==> config.mk <==
export PLATFORM = sky130hd
export DESIGN_NAME = prbs_test_core
export DESIGN_NICKNAME = d
export VERILOG_FILES = /design/src/hdl/rx_pkg.sv /design/src/hdl/prbs_pkg.sv /design/src/hdl/adc_slicer.sv /design/src/hdl/prbs_bist_gen.sv /design/src/hdl/prbs_lane_checker.sv /design/src/hdl/prbs_count_readout.sv /design/src/hdl/prbs_test_core.sv
export SDC_FILE = /design/constraint.sdc
export NUM_CORES = 1
export LEC_CHECK = 0
export BUFFER_PORTS_ARGS = -buffer_cell sky130_fd_sc_hd__buf_2
export CAP_MARGIN = 25
export CORE_MARGIN = 2
export CORE_UTILIZATION = 28
export CTS_CLUSTER_SIZE = 28
export DETAILED_ROUTE_END_ITERATION = 16
export PLACE_DENSITY_LB_ADDON = 0.2
export SKIP_CTS_REPAIR_TIMING = 1
export SLEW_MARGIN = 20
export SYNTH_ARGS = -nofsm -noshare
export SYNTH_HDL_FRONTEND = slang
export SYNTH_HIERARCHICAL = 1
export SYNTH_SLANG_ARGS = --single-unit
==> constraint.sdc <==
create_clock -name clk_adc -period 8.6 [get_ports clk_adc]
set_clock_uncertainty 0.15 [all_clocks]
set_input_delay 0.43 -clock clk_adc [delete_from_list [all_inputs] [get_ports clk_adc]]
set_output_delay 0.43 -clock clk_adc [all_outputs]
set_load 0.02 [all_outputs]
==> src/hdl/rx_pkg.sv <==
package rx_pkg;

    ////////////////////////////////
    // receive data shape
    ////////////////////////////////

    // time-interleaved lanes
    localparam int NTI = 16;

    // bits per ADC code
    localparam int NADC = 8;

    // one ADC code, two's complement
    typedef logic signed [NADC-1:0] adc_code_t;

    // one decision bit per lane
    typedef logic [NTI-1:0] lane_bits_t;

endpackage

==> src/hdl/prbs_pkg.sv <==
package prbs_pkg;

    ////////////////////////////////
    // PRBS pattern
    ////////////////////////////////

    // x^7 + x^6 + 1
    localparam int NPRBS      = 7;
    localparam int PRBS_TAP_A = 7;
    localparam int PRBS_TAP_B = 6;

    // generator state out of reset
    localparam logic [NPRBS-1:0] PRBS_SEED = '1;

    ////////////////////////////////
    // counters and readout
    ////////////////////////////////

    localparam int NCOUNT = 64;
    localparam int NWORD  = 32;

    typedef logic [NCOUNT-1:0] count_t;
    typedef logic [NWORD-1:0]  word_t;

    // checker source select
    typedef logic src_sel_t;
    localparam src_sel_t SRC_ADC  = 1'b0;
    localparam src_sel_t SRC_BIST = 1'b1;

    // readout checker select
    typedef logic chk_sel_t;
    localparam chk_sel_t CHK_MAIN = 1'b0;
    localparam chk_sel_t CHK_TRIG = 1'b1;

endpackage

==> src/hdl/adc_slicer.sv <==
`timescale 1ns/1ps

module adc_slicer import rx_pkg::*; (
    input  logic       clk_adc,
    input  logic       cdr_rstb,
    input  adc_code_t  adc_codes_i [NTI-1:0],
    input  adc_code_t  thresh_i,
    output lane_bits_t bits_o
);

    lane_bits_t decision;

    // signed compare per lane
    always_comb begin
        for (int k = 0; k < NTI; k++) begin
            decision[k] = (adc_codes_i[k] > thresh_i);
        end
    end

    // one cycle of latency, same as the BIST source
    always_ff @(posedge clk_adc or negedge cdr_rstb) begin
        if (!cdr_rstb) begin
            bits_o <= '0;
        end else begin
            bits_o <= decision;
        end
    end

    ////////////////////////////////
    // checks
    ////////////////////////////////

    // unknown codes from the ADC model would reach both checkers
    a_bits_known: assert property (
        @(posedge clk_adc) disable iff (!cdr_rstb)
        !$isunknown(bits_o)
    ) else $error("slicer output unknown: %b", bits_o);

endmodule

==> src/hdl/prbs_bist_gen.sv <==
`timescale 1ns/1ps

module prbs_bist_gen import rx_pkg::*, prbs_pkg::*; (
    input  logic       clk_adc,
    input  logic       cdr_rstb,
    input  logic       inj_err_i,
    output lane_bits_t bits_o
);

    // state[0] holds the newest bit, state[NPRBS-1] the oldest
    logic [NPRBS-1:0] prbs_state;
    logic             next_bit;
    logic             bit_r;

    // Fibonacci feedback from the two history taps
    assign next_bit = prbs_state[PRBS_TAP_A-1] ^ prbs_state[PRBS_TAP_B-1];

    always_ff @(posedge clk_adc or negedge cdr_rstb) begin
        if (!cdr_rstb) begin
            prbs_state <= PRBS_SEED;
        end else begin
            prbs_state <= {prbs_state[NPRBS-2:0], next_bit};
        end
    end

    // injected error flips only the outgoing bit
    always_ff @(posedge clk_adc or negedge cdr_rstb) begin
        if (!cdr_rstb) begin
            bit_r <= 1'b0;
        end else begin
            bit_r <= next_bit ^ inj_err_i;
        end
    end

    // same serial stream on every lane
    assign bits_o = {NTI{bit_r}};

    ////////////////////////////////
    // checks
    ////////////////////////////////

    // all zeros is the lock-up state of this LFSR
    a_state_nonzero: assert property (
        @(posedge clk_adc) disable iff (!cdr_rstb)
        prbs_state != '0
    ) else $error("PRBS generator locked up at zero");

endmodule

==> src/hdl/prbs_lane_checker.sv <==
`timescale 1ns/1ps

module prbs_lane_checker import rx_pkg::*, prbs_pkg::*; (
    input  logic       clk_adc,
    input  logic       cdr_rstb,
    input  logic       cke_i,
    input  src_sel_t   src_sel_i,
    input  lane_bits_t adc_bits_i,
    input  lane_bits_t bist_bits_i,
    input  lane_bits_t chan_sel_i,
    output count_t     err_count_o,
    output count_t     total_count_o
);

    localparam int NPOP  = $clog2(NTI + 1);
    localparam int NWARM = $clog2(NPRBS + 1);

    function automatic logic [NPOP-1:0] popcount(input lane_bits_t v);
        logic [NPOP-1:0] n;
        n = '0;
        for (int k = 0; k < NTI; k++) begin
            n = n + NPOP'(v[k]);
        end
        return n;
    endfunction

    logic             cke_d;
    lane_bits_t       rx_bits;
    lane_bits_t       hist [NPRBS];
    lane_bits_t       expect_bits;
    lane_bits_t       err_lanes;
    logic [NWARM-1:0] warm_cnt;
    logic             check_en;
    lane_bits_t       err_flags;
    lane_bits_t       tot_flags;

    assign rx_bits = (src_sel_i == SRC_BIST) ? bist_bits_i : adc_bits_i;

    // cke lined up with the registered sources
    always_ff @(posedge clk_adc or negedge cdr_rstb) begin
        if (!cdr_rstb) begin
            cke_d    <= 1'b0;
            warm_cnt <= '0;
        end else begin
            cke_d <= cke_i;
            if (cke_d && (warm_cnt != NWARM'(NPRBS))) begin
                warm_cnt <= warm_cnt + 1'b1;
            end
        end
    end

    // per-lane history, hist[0] is last cycle's bit
    // follows the source every cycle, the generator never stops
    always_ff @(posedge clk_adc or negedge cdr_rstb) begin
        if (!cdr_rstb) begin
            for (int i = 0; i < NPRBS; i++) begin
                hist[i] <= '0;
            end
        end else begin
            hist[0] <= rx_bits;
            for (int i = 1; i < NPRBS; i++) begin
                hist[i] <= hist[i-1];
            end
        end
    end

    assign expect_bits = hist[PRBS_TAP_A-1] ^ hist[PRBS_TAP_B-1];
    assign err_lanes   = rx_bits ^ expect_bits;
    assign check_en    = cke_d && (warm_cnt == NWARM'(NPRBS));

    ////////////////////////////////
    // check stage and counters
    ////////////////////////////////

    always_ff @(posedge clk_adc or negedge cdr_rstb) begin
        if (!cdr_rstb) begin
            err_flags <= '0;
            tot_flags <= '0;
        end else begin
            err_flags <= check_en ? (err_lanes & chan_sel_i) : '0;
            tot_flags <= check_en ? chan_sel_i : '0;
        end
    end

    always_ff @(posedge clk_adc or negedge cdr_rstb) begin
        if (!cdr_rstb) begin
            err_count_o   <= '0;
            total_count_o <= '0;
        end else begin
            err_count_o   <= err_count_o + count_t'(popcount(err_flags));
            total_count_o <= total_count_o + count_t'(popcount(tot_flags));
        end
    end

    // masked errors are a subset of masked lanes
    a_err_le_total: assert property (
        @(posedge clk_adc) disable iff (!cdr_rstb)
        err_count_o <= total_count_o
    ) else $error("error count above total count");

    a_counts_monotonic: assert property (
        @(posedge clk_adc) disable iff (!cdr_rstb)
        (err_count_o >= $past(err_count_o)) && (total_count_o >= $past(total_count_o))
    ) else $error("PRBS counter went backwards");

endmodule

==> src/hdl/prbs_count_readout.sv <==
`timescale 1ns/1ps

module prbs_count_readout import rx_pkg::*, prbs_pkg::*; (
    input  logic     clk_adc,
    input  logic     cdr_rstb,
    input  logic     snap_i,
    input  chk_sel_t sel_count_i,
    input  count_t   main_err_i,
    input  count_t   main_total_i,
    input  count_t   trig_err_i,
    input  count_t   trig_total_i,
    output word_t    err_upper_o,
    output word_t    err_lower_o,
    output word_t    total_upper_o,
    output word_t    total_lower_o
);

    count_t err_snap;
    count_t total_snap;

    // both counts taken on the same edge so the word pairs stay coherent
    always_ff @(posedge clk_adc or negedge cdr_rstb) begin
        if (!cdr_rstb) begin
            err_snap   <= '0;
            total_snap <= '0;
        end else if (snap_i) begin
            if (sel_count_i == CHK_TRIG) begin
                err_snap   <= trig_err_i;
                total_snap <= trig_total_i;
            end else begin
                err_snap   <= main_err_i;
                total_snap <= main_total_i;
            end
        end
    end

    // 64-bit counts as upper and lower words
    assign err_upper_o   = err_snap[NCOUNT-1:NWORD];
    assign err_lower_o   = err_snap[NWORD-1:0];
    assign total_upper_o = total_snap[NCOUNT-1:NWORD];
    assign total_lower_o = total_snap[NWORD-1:0];

    a_snap_consistent: assert property (
        @(posedge clk_adc) disable iff (!cdr_rstb)
        err_snap <= total_snap
    ) else $error("snapshot error count above snapshot total");

endmodule

==> src/hdl/prbs_test_core.sv <==
`timescale 1ns/1ps

module prbs_test_core import rx_pkg::*, prbs_pkg::*; (
    input  logic       clk_adc,
    input  logic       cdr_rstb,
    input  adc_code_t  adc_codes_i [NTI-1:0],
    input  adc_code_t  thresh_i,
    input  logic       inj_err_i,
    input  logic       cke_i,
    input  src_sel_t   main_src_i,
    input  src_sel_t   trig_src_i,
    input  lane_bits_t chan_sel_i,
    input  chk_sel_t   sel_count_i,
    input  logic       snap_i,
    output word_t      err_upper_o,
    output word_t      err_lower_o,
    output word_t      total_upper_o,
    output word_t      total_lower_o
);

    lane_bits_t adc_bits;
    lane_bits_t bist_bits;
    count_t     main_err;
    count_t     main_total;
    count_t     trig_err;
    count_t     trig_total;

    ////////////////////////////////
    // bit sources
    ////////////////////////////////

    adc_slicer slicer0 (
        .clk_adc     (clk_adc),
        .cdr_rstb    (cdr_rstb),
        .adc_codes_i (adc_codes_i),
        .thresh_i    (thresh_i),
        .bits_o      (adc_bits)
    );

    prbs_bist_gen bist0 (
        .clk_adc   (clk_adc),
        .cdr_rstb  (cdr_rstb),
        .inj_err_i (inj_err_i),
        .bits_o    (bist_bits)
    );

    ////////////////////////////////
    // checkers
    ////////////////////////////////

    // main and trigger checkers share cke and lane mask
    prbs_lane_checker chk_main (
        .clk_adc       (clk_adc),
        .cdr_rstb      (cdr_rstb),
        .cke_i         (cke_i),
        .src_sel_i     (main_src_i),
        .adc_bits_i    (adc_bits),
        .bist_bits_i   (bist_bits),
        .chan_sel_i    (chan_sel_i),
        .err_count_o   (main_err),
        .total_count_o (main_total)
    );

    prbs_lane_checker chk_trig (
        .clk_adc       (clk_adc),
        .cdr_rstb      (cdr_rstb),
        .cke_i         (cke_i),
        .src_sel_i     (trig_src_i),
        .adc_bits_i    (adc_bits),
        .bist_bits_i   (bist_bits),
        .chan_sel_i    (chan_sel_i),
        .err_count_o   (trig_err),
        .total_count_o (trig_total)
    );

    prbs_count_readout readout0 (
        .clk_adc       (clk_adc),
        .cdr_rstb      (cdr_rstb),
        .snap_i        (snap_i),
        .sel_count_i   (sel_count_i),
        .main_err_i    (main_err),
        .main_total_i  (main_total),
        .trig_err_i    (trig_err),
        .trig_total_i  (trig_total),
        .err_upper_o   (err_upper_o),
        .err_lower_o   (err_lower_o),
        .total_upper_o (total_upper_o),
        .total_lower_o (total_lower_o)
    );

endmodule

==> results.ini, run 1 <==
[worst_setup_path]
worstPathArrival_ns = 5.49
r2r-end = chk_main/err_count_o[62]
r2r_slack_ns = 3.50
cp_max_fo = 16
max_stage_delay_ns = 0.72
r2r_cells = 13
critPathCaptureType = register
start_kind = register
cp.required_ns = 8.99
path_cells = fa_1 > inv_1 > fa_1 > fa_1 > fa_1 > fa_1 > inv_1 > fa_1 > a21oi_1 > o22a_1 > or3_1 > nor4_2 > xor2_1
slowest_stage = or3_1
criticalPathCategory = register to register
cp_common_cell = fa_1
r2r-start = chk_main/err_count_o[0]

[drt]
dr.pass1.iters = 5
wl_met3_um = 4270
num_vias = 20400
dr.max_layer_used = met5
drcViolationCount = 0
wl_per_cell_um = 16.9
viasPerCell = 4.42
wirelength_met1_um = 37600
dr.first_iter.drc_count = 896
finalWirelength_um = 78000
ant_nets = 0
wl_met2_um = 34600

[timing]
setup_tns_ns = 0
hold_viol_final = 0
period_needed_ns = 5.10
fin_crit_sh_pct = 59.3
worst_slew_pin_slew_ns = 1.02
hold_ws_ns = 0.0217
setup_viol = 0
rsz0062_at_grt = no
fin_ws_ns = 3.50
final_max_slew_viol_count = 0
slew_headroom_pct = 31.6
fmax_ghz = 0.196

[global_routing]
grt-ovfl-total = 0
grt_pass1_wl_um = 124000
grt.total_usage_pct = 13.3
grt_pass1_vias = 21100
antenna_found_initial = 18
grt_max_degree = 165

[pwr]
vdd_drop_max_mv = 0.115
power_density_mw_per_mm2 = 218
p_leak_nw = 18.0

[clocking]
cts_buffers = 79
clockBufferDepth = 3
htreeDepth = 3
cts_tree = done
clock_latency_ns = 0.62
clockRootBuffer = clkbuf_16
clk_pin_slew_worst_paths_ns = 0.06
cts_num_sinks = 704

[outcome]
status = finished, final reports clean

[floorplanning]
initial_core_util_pct = 28.1
core_mm2 = 0.116
fp.dieW_um = 345
ioPinCount = 288
fp.dieH_um = 345
die_area_mm2 = 0.119
rows = 125

[yosys]
synth-compound-area-share_pct = 5.16
synth_fa_ha_area_share_pct = 9.27
yosys_warnings = 6
synth_top_family_by_area = simple AND/OR/NAND/NOR gates
yosys.area_share.simple_pct = 13.6
synth_top_area_share_pct = 53.7
muxShareOfSynthArea_pct = 5.19
synth_nets = 3087
synth_area_leader_cell = dfrtp_1
synth-main-ff-cell = dfrtp_1
syn_area_per_cell_um2 = 12.0
synth_xor_area_share_pct = 8.51
synthesis.area_mm2 = 0.0325
synth_cell_types = 73
synth_seq_cells = 704
ys_async_sr_fraction_pct = 100
synth_cells = 2715
synth_edf_count = 0
ys_top_cells_by_area = dfrtp_1 54%, ha_1 6.3%, xor2_1 4.5%, xnor2_1 4.0%, mux2i_1 3.9%
yosysSeqAreaShare_pct = 54.2

[finish]
multi_input_area_mm2 = 0.0136
ff_latch_area_mm2 = 0.0176
final_cell_mix = 697 x dfrtp_1, 284 x buf_2, 201 x nor2_1
final_common_cell = dfrtp_1
nFillCells = 11800
instances_no_fill = 4620
syn_to_final_growth_pct = 17.4
layout.nets = 3397
drive_gt1_share_pct = 17.5

[place]
hpwl_um = 55900
gp_congestion = 0.772
port_buffers = 287
pre_cts_slack_ns = 3.45
place_inst = 4450

[worst_hold_path]
hold_depth = 3
worstHoldEndpoint = slicer0/bits_o[3]
holdCritPathClass = input pin to register
hold_start = adc_codes_i[31]

[run]
cap_violations = 0

-- synthesized netlist by cell type, drive strengths merged, types with 2 or more instances --
master and count:
a2111oi 4, o2111a 3, a41o 7, ha 164
nor3 73, o21a 14, nor4 47, nor2 203
and2 7, o22ai 11, mux2 36, or3 4
nand3 76, inv 170, xor2 166, a21oi 164
or2 2, o2111ai 3, nor4b 13, and4 11
dfrtp 697, and3 68, a211oi 9, a21o 14
a31oi 4, xnor2 147, mux2i 128, buf 53
nor2b 59, o211ai 8, a41oi 2, o21ba 2
dfstp 7, nor3b 3, nand2 115, nand4 98
fa 48, o21ai 25, clkbuf 38, nand2b 4
-- metal layers --
layer  vias to the layer above  global-route usage (%)
li1                       9978                       -
met1                      9931                    18.4
met2                       402                    20.3
met3                       107                    3.70
met4                        18                    3.55
met5                         -                       0
-- power by group --
| part | leakage, nW | switching (mW) | internal [mW] |
|---|---|---|---|
| combinational | 7.89 | 0.731 | 0.492 |
| sequential | 8.88 | 0.142 | 3.60 |
| clock | 1.26 | 1.37 | 1.97 |
-- worst max path at each step --
stage	startpoint	cells past startpoint	endpoint	slack, ns
after global placement	chk_main/err_count_o[0]	13	chk_main/err_count_o[60]	3.49
after CTS	chk_main/err_count_o[0]	13	chk_main/err_count_o[60]	3.43
after detailed placement	chk_main/err_count_o[0]	13	chk_main/err_count_o[60]	3.45
final	chk_main/err_count_o[0]	13	chk_main/err_count_o[62]	3.50
after floorplan	chk_main/err_count_o[0]	15	chk_main/err_count_o[56]	4.11
after global routing	chk_main/err_count_o[0]	13	chk_main/err_count_o[52]	3.18
-- per-stage QoR --
| step | cell area, um^2 | utilization [%] | power [mW] |
|---|---|---|---|
| after global placement | 35300 | 30.5 | 5.04 |
| final | 38200 | 33.0 | 8.31 |
| after CTS | 37900 | 32.8 | 8.48 |
| after floorplan | 32500 | - | 4.61 |
| after detailed placement | 35400 | 30.6 | 5.06 |
| after global routing | 38100 | 33.0 | 8.81 |
-- area by class of cell --
type	instances	share of cell area [%]
well taps	1524	5.00
clock inverters	25	0.626
flip-flops and latches	704	46.2
repair buffers	320	4.74
diodes	10	0.0656
inverters	170	1.67
clock buffers	117	6.12
multi-input cells	1750	35.6
-- cells by family (layout without fill, tap and decap cells) --
logic type,Yosys count,count (layout)
mux,164,164
simple gates,785,785
compound gates,275,275
buf+inv,261,632
flops,704,704
xor+xnor,314,314
fa+ha+maj,212,212
other cells,0,10
-- flip-flops by register name (all words and copies together) (netlist names), 16 cells and up --
| name | count |
|---|---|
| chk_trig/err_flags | 16 |
| chk_main/err_count_o | 64 |
| chk_trig/total_count_o | 64 |
| readout0/total_snap | 64 |
| slicer0/bits_o | 16 |
| chk_main/total_count_o | 64 |
| chk_trig/err_count_o | 64 |
| readout0/err_snap | 64 |
| chk_trig/hist | 112 |
| chk_main/err_flags | 16 |
| chk_trig/tot_flags | 16 |
| chk_main/hist | 112 |
| chk_main/tot_flags | 16 |
-- worst max-delay path: cells and delay by family (launching register included) --
family	cells	cell delay, ns
adders and majority gates	6	2.56
xor gates and xnor gates	1	0.18
DFF	1	0.41
AOI/OAI and AO/OA	2	0.42
and+or+nand+nor	2	1.14
buffers and inverters	2	0.13
Note: power is estimated with default switching activity, not from simulation.
==> run 2: changes to the inputs <==
Clock period 8.6 ns to 4.16 ns, I/O delays scaled along.
==> results.ini, run 2 (same netlist as run 1, synthesis figures left out) <==
[floorplanning]
ioPinCount = 288  ; unchanged
core_mm2 = 0.116  ; unchanged
die_area_mm2 = 0.119  ; unchanged
fp.dieH_um = 345  ; unchanged
initial_core_util_pct = 28.1  ; unchanged
rows = 125  ; unchanged
fp.dieW_um = 345  ; unchanged

[clocking]
clock_latency_ns = 0.64  ; was 0.62 ns
cts_tree = done  ; unchanged
cts_num_sinks = 704  ; unchanged
cts_buffers = 80  ; was 79
clk_pin_slew_worst_paths_ns = 0.06  ; about the same
clockBufferDepth = 3  ; unchanged
htreeDepth = 3  ; unchanged
clockRootBuffer = clkbuf_16  ; unchanged

[worst_setup_path]
criticalPathCategory = register to register  ; unchanged
slowest_stage = fa_2  ; was or3_1
worstPathArrival_ns = 4.90  ; was 5.49 ns
max_stage_delay_ns = 0.55  ; was 0.72 ns
cp.buffers_inverters = 4  ; was 2
path_cells = fa_1 > inv_1 > fa_1 > fa_2 > fa_1 > fa_2 > inv_2 > fa_2 > a211oi_4 > o21ba_4 > nor4_4 > buf_4 > clkbuf_16 > nand3_2 > xnor2_1  ; was fa_1 > inv_1 > fa_1 > fa_1 > fa_1 > fa_1 > inv_1 > fa_1 > a21oi_1 > o22a_1 > or3_1 > nor4_2 > xor2_1
cp.depth = 15  ; was 13
critPathCaptureType = register  ; unchanged
start_kind = register  ; unchanged
cpLargestDelayFamily = adder cells  ; unchanged
cp_max_fo = 8  ; was 16
r2r-end = chk_trig/err_count_o[46]  ; was chk_main/err_count_o[62]
r2r_cells = 15  ; was 13
cp.required_ns = 4.53  ; was 8.99 ns
r2r_slack_ns = -0.38  ; was 3.50 ns
r2r-start = chk_trig/err_flags[0]  ; was chk_main/err_count_o[0]

[place]
place_inst = 4510  ; was 4450
gp_congestion = 0.778  ; was 0.772
hpwl_um = 58100  ; was 55900 um
pre_cts_slack_ns = -0.380  ; was 3.45 ns
port_buffers = 287  ; unchanged

[global_routing]
grt-ovfl-total = 0  ; unchanged
grt.total_usage_pct = 13.7  ; was 13.3%
antenna_found_initial = 20  ; was 18
grt_pass1_vias = 21300  ; was 21100
grt_pass1_wl_um = 127000  ; was 124000 um
grt_max_degree = 128  ; was 165

[timing]
fin_ws_ns = -0.375  ; was 3.50 ns
hold_viol_final = 2  ; was 0
slew_headroom_pct = 7.68  ; was 31.6%
fin_crit_sh_pct = 109  ; was 59.3%
rsz0062_at_grt = yes  ; was no
setup_viol = 206  ; was 0
period_needed_ns = 4.54  ; was 5.10 ns
fmax_ghz = 0.220  ; was 0.196 GHz
final_max_slew_viol_count = 0  ; unchanged
hold_ws_ns = -0.0578  ; was 0.0217 ns
worst_slew_pin_slew_ns = 1.37  ; was 1.02 ns

[finish]
nFillCells = 11500  ; was 11800
ff_latch_area_mm2 = 0.0176  ; unchanged
final_cell_mix = 697 x dfrtp_1, 284 x buf_2, 178 x nor2_1  ; was 697 x dfrtp_1, 284 x buf_2, 201 x nor2_1
top_regs = chk_main/hist (112), chk_trig/hist (112)  ; unchanged
post-route-util_pct = 35.6  ; was 33.0%
layout.nets = 3532  ; was 3397
drive_gt1_share_pct = 25.7  ; was 17.5%
final_common_cell = dfrtp_1  ; unchanged
instances_no_fill = 4748  ; was 4620
syn_to_final_growth_pct = 26.8  ; was 17.4%
multi_input_area_mm2 = 0.0151  ; was 0.0136 mm^2

[drt]
dr.first_iter.drc_count = 1002  ; was 896
viasPerCell = 4.48  ; was 4.42
wl_per_cell_um = 17.4  ; was 16.9 um
finalWirelength_um = 82500  ; was 78000 um
drcViolationCount = 0  ; unchanged
dr.pass1.iters = 5  ; unchanged
ant_nets = 0  ; unchanged
num_vias = 21300  ; was 20400

[outcome]
status = finished with violations  ; was finished, final reports clean
violations = hold timing, setup timing

[worst_hold_path]
holdCritPathClass = input pin to register  ; unchanged
hold_depth = 4  ; was 3
hold_start = adc_codes_i[22]  ; was adc_codes_i[31]
worstHoldEndpoint = slicer0/bits_o[2]  ; was slicer0/bits_o[3]

[pwr]
vdd_drop_max_mv = 0.297  ; was 0.115 mV
power_density_mw_per_mm2 = 430  ; was 218 mW/mm^2
p_leak_nw = 20.1  ; was 18.0 nW

[run]
cap_violations = 0  ; unchanged

[run 2: cell count changes in the layout (fill, tap and decap cells not counted), moves of 16 or more]
cell | previous run | this run
nor3_1 | 59 | 12
nand3_1 | 73 | 54
nor3_2 | 12 | 40
nor4_4 | 3 | 31
buf_4 | 12 | 54
nor2_1 | 201 | 178
nor4_1 | 24 | 4
buf_6 | 1 | 30
nor3_4 | 2 | 21
buf_12 | 3 | 19
dlygate4sd3_1 | 17 | 55
[run 2: final cells by class]
type,instances,area share (%)
Antenna cell,3,0.0182
Clock inverter,32,0.805
Timing Repair Buffer,452,7.99
Tap cell,1524,4.63
Sequential cell,704,42.8
Multi-Input combinational cell,1752,36.6
Clock buffer,111,5.63
Inverter,170,1.55
[run 2: stage by stage]
step	TNS, ns	power (mW)	area [um^2]
finish	-33.14	17.7	41200
global route	-66.82	18.7	41200
CTS	-36.40	17.9	38800
detailed placement	-32.29	10.6	36100
global placement	-28.03	10.6	36100
floorplan	-3.96	9.56	32600
[run 2: power breakdown]
| group | switching, mW | internal, mW |
|---|---|---|
| Combinational | 1.63 | 1.22 |
| Clock | 2.94 | 4.16 |
| Sequential | 0.305 | 7.45 |
[run 2: worst max-delay path by stage]
stage / start / endpoint / slack (ns)
global route: chk_main/err_flags[2] / chk_main/err_count_o[48] / -0.54
detailed placement: chk_main/err_flags[2] / chk_main/err_count_o[48] / -0.38
floorplan: chk_main/err_flags[2] / chk_main/err_count_o[56] / -0.23
global placement: chk_main/err_flags[2] / chk_main/err_count_o[62] / -0.32
finish: chk_trig/err_flags[0] / chk_trig/err_count_o[46] / -0.38
CTS: chk_main/err_flags[2] / chk_main/err_count_o[48] / -0.41
[run 2: layer usage]
layer  global-route usage (%)  vias up  part of all wire (%)
met5                        0        -                  0.26
met4                     3.85       32                   2.1
met3                     3.69      142                   5.1
met2                     20.5      395                    45
met1                     19.2    10500                    48
li1                         -    10200                     -
[run 2: worst register-to-register path: cells and delay by family (launching register included)]
kind	cells	cell delay, ns
XOR/XNOR	1	0.15
AND/OR/NAND/NOR	2	0.28
buffers and inverters	4	0.53
AO/OA/AOI/OAI	2	0.33
flip-flops	1	0.39
adder cells (fa/ha/maj)	6	2.60
==> run 3: changes to the inputs <==
Settings changed: REMOVE_ABC_BUFFERS set to 1.
==> results.ini, run 3 (same netlist as run 1, synthesis figures left out) <==
[outcome]
status = finished with violations  ; unchanged
violations = setup timing  ; was hold timing, setup timing

[drt]
num_vias = 21400  ; was 21300
dr.pass1.iters = 4  ; was 5
dr.first_iter.drc_count = 959  ; was 1002
ant_nets = 0  ; unchanged
finalWirelength_um = 84200  ; was 82500 um
drcViolationCount = 0  ; unchanged
viasPerCell = 4.49  ; was 4.48
wl_per_cell_um = 17.7  ; was 17.4 um

[worst_setup_path]
r2r-start = chk_main/err_flags[10]  ; was chk_trig/err_flags[0]
slowest_stage = fa_1  ; was fa_2
criticalPathCategory = register to register  ; unchanged
start_kind = register  ; unchanged
r2r_cells = 15  ; unchanged
timing.critical_path.from = chk_main/err_flags[10]  ; was chk_trig/err_flags[0]
r2r-end = chk_main/err_count_o[44]  ; was chk_trig/err_count_o[46]
endpoint = chk_main/err_count_o[44]  ; was chk_trig/err_count_o[46]
worstPathArrival_ns = 5.00  ; was 4.90 ns
cp_common_cell = fa_1
path_cells = fa_1 > inv_1 > fa_1 > fa_1 > fa_1 > fa_2 > inv_2 > fa_2 > a21oi_2 > o22a_1 > or3_4 > buf_12 > buf_12 > nor3_4 > xor2_1  ; was fa_1 > inv_1 > fa_1 > fa_2 > fa_1 > fa_2 > inv_2 > fa_2 > a211oi_4 > o21ba_4 > nor4_4 > buf_4 > clkbuf_16 > nand3_2 > xnor2_1
critPathCaptureType = register  ; unchanged
cp_max_fo = 7  ; was 8
cp.required_ns = 4.56  ; was 4.53 ns
r2r_slack_ns = -0.43  ; was -0.38 ns
max_stage_delay_ns = 0.55  ; about the same

[timing]
final_max_slew_viol_count = 0  ; unchanged
fmax_ghz = 0.218  ; was 0.220 GHz
worst_slew_pin_slew_ns = 1.27  ; was 1.37 ns
period_needed_ns = 4.59  ; was 4.54 ns
fin_crit_sh_pct = 110  ; was 109%
hold_ws_ns = 0.0167  ; was -0.0578 ns
setup_viol = 213  ; was 206
fin_ws_ns = -0.433  ; was -0.375 ns
slew_headroom_pct = 15.4  ; was 7.68%
rsz0062_at_grt = yes  ; unchanged
hold_viol_final = 0  ; was 2

[place]
pre_cts_slack_ns = -0.491  ; was -0.380 ns
port_buffers = 287  ; unchanged
gp_congestion = 0.794  ; was 0.778
hpwl_um = 57600  ; was 58100 um

[worst_hold_path]
holdCritPathClass = input pin to register  ; unchanged

[finish]
nFillCells = 11400  ; was 11500
final_cell_mix = 697 x dfrtp_1, 284 x buf_2, 175 x nor2_1  ; was 697 x dfrtp_1, 284 x buf_2, 178 x nor2_1
syn_to_final_growth_pct = 28.6  ; was 26.8%
layout.nets = 3552  ; was 3532
ff_latch_area_mm2 = 0.0176  ; unchanged
top_regs = chk_main/hist (112), chk_trig/hist (112)  ; unchanged
drive_gt1_share_pct = 25.9  ; was 25.7%
post-route-util_pct = 36.1  ; was 35.6%
multi_input_area_mm2 = 0.0153  ; was 0.0151 mm^2
final_common_cell = dfrtp_1  ; unchanged

[floorplanning]
die_area_mm2 = 0.119  ; unchanged
core_mm2 = 0.116  ; unchanged
initial_core_util_pct = 28.1  ; unchanged
fp.dieH_um = 345  ; unchanged
fp.dieW_um = 345  ; unchanged
rows = 125  ; unchanged
ioPinCount = 288  ; unchanged

[clocking]
clock_latency_ns = 0.63  ; was 0.64 ns
cts_num_sinks = 704  ; unchanged
cts_buffers = 80  ; unchanged
clockRootBuffer = clkbuf_16  ; unchanged
clockBufferDepth = 3  ; unchanged
htreeDepth = 3  ; unchanged
clk_pin_slew_worst_paths_ns = 0.06  ; about the same
cts_tree = done  ; unchanged

[pwr]
power_mw = 18.1  ; was 17.7 mW
p_sw_mw = 4.89  ; was 4.87 mW
clkPwrFrac_pct = 40.7  ; was 40.1%
vdd_drop_max_mv = 0.282  ; was 0.297 mV
p_leak_nw = 20.7  ; was 20.1 nW
combPwrFrac_pct = 16.4  ; was 16.1%
p_sw_share_pct = 27.1  ; was 27.5%
power_density_mw_per_mm2 = 432  ; was 430 mW/mm^2
seqPwrFrac_pct = 42.9  ; was 43.8%
p_int_mw = 13.2  ; was 12.8 mW

[global_routing]
antenna_found_initial = 14  ; was 20
grt_max_degree = 118  ; was 128
grt-ovfl-total = 0  ; unchanged
grt.total_usage_pct = 13.6  ; was 13.7%
grt_pass1_wl_um = 127000  ; about the same
grt_pass1_vias = 21500  ; was 21300

[run]
cap_violations = 0  ; unchanged

run 3: layout make-up:
class                           instances  share of cell area, %
Timing Repair Buffer                  473                   8.61
Antenna cell                            3                 0.0180
Tap cell                             1524                   4.56
Sequential cell                       704                   42.2
Inverter                              170                   1.53
Clock buffer                          112                   5.49
Multi-Input combinational cell       1751                   36.5
Clock inverter                         33                   1.10
run 3: stage by stage:
stage / instances / TNS [ns] / area (um^2)
floorplan: 2624 / -33.20 / 31800
global placement: 4505 / -44.72 / 35900
detailed placement: 4505 / -48.32 / 35900
CTS: 4650 / -56.44 / 38700
global route: 4769 / -82.63 / 41800
finish: 4770 / -45.54 / 41800
run 3: power by group through the flow:
stage / combinational [mW] / clock, mW / sequential [mW]
floorplan: 1.50 / 0 / 7.94
global placement: 2.69 / 0 / 7.86
detailed placement: 2.70 / 0 / 7.88
CTS: 2.72 / 7.61 / 7.76
global route: 3.38 / 7.92 / 7.82
finish: 2.97 / 7.34 / 7.74
run 3: worst min path at each step:
stage	from	to	slack, ns	depth (start not counted)
global route	adc_codes_i[62]	slicer0/bits_o[7]	0.008	4
finish	adc_codes_i[62]	slicer0/bits_o[7]	0.02	4
global placement	cdr_rstb	readout0/total_snap[8]	0.16	1
detailed placement	cdr_rstb	readout0/total_snap[8]	0.16	1
floorplan	cdr_rstb	bist0/bit_r	-0.24	0
CTS	cdr_rstb	readout0/total_snap[7]	-0.53	1
run 3: routing by layer:
metal | GRT usage, % | vias up | share of wire (%)
met5 | 0 | - | 0.15
met4 | 3.13 | 20 | 1.7
met3 | 3.35 | 108 | 4.9
met2 | 21.0 | 401 | 45
met1 | 19.4 | 10600 | 48
li1 | - | 10300 | -
run 3: worst max-delay path: cells and delay by family (launching register included):
kind | cells | cell delay (ns)
adders and majority gates | 6 | 2.59
buffers and inverters | 4 | 0.43
DFF | 1 | 0.38
and+or+nand+nor | 2 | 0.53
xor gates and xnor gates | 1 | 0.17
AOI/OAI and AO/OA | 2 | 0.25
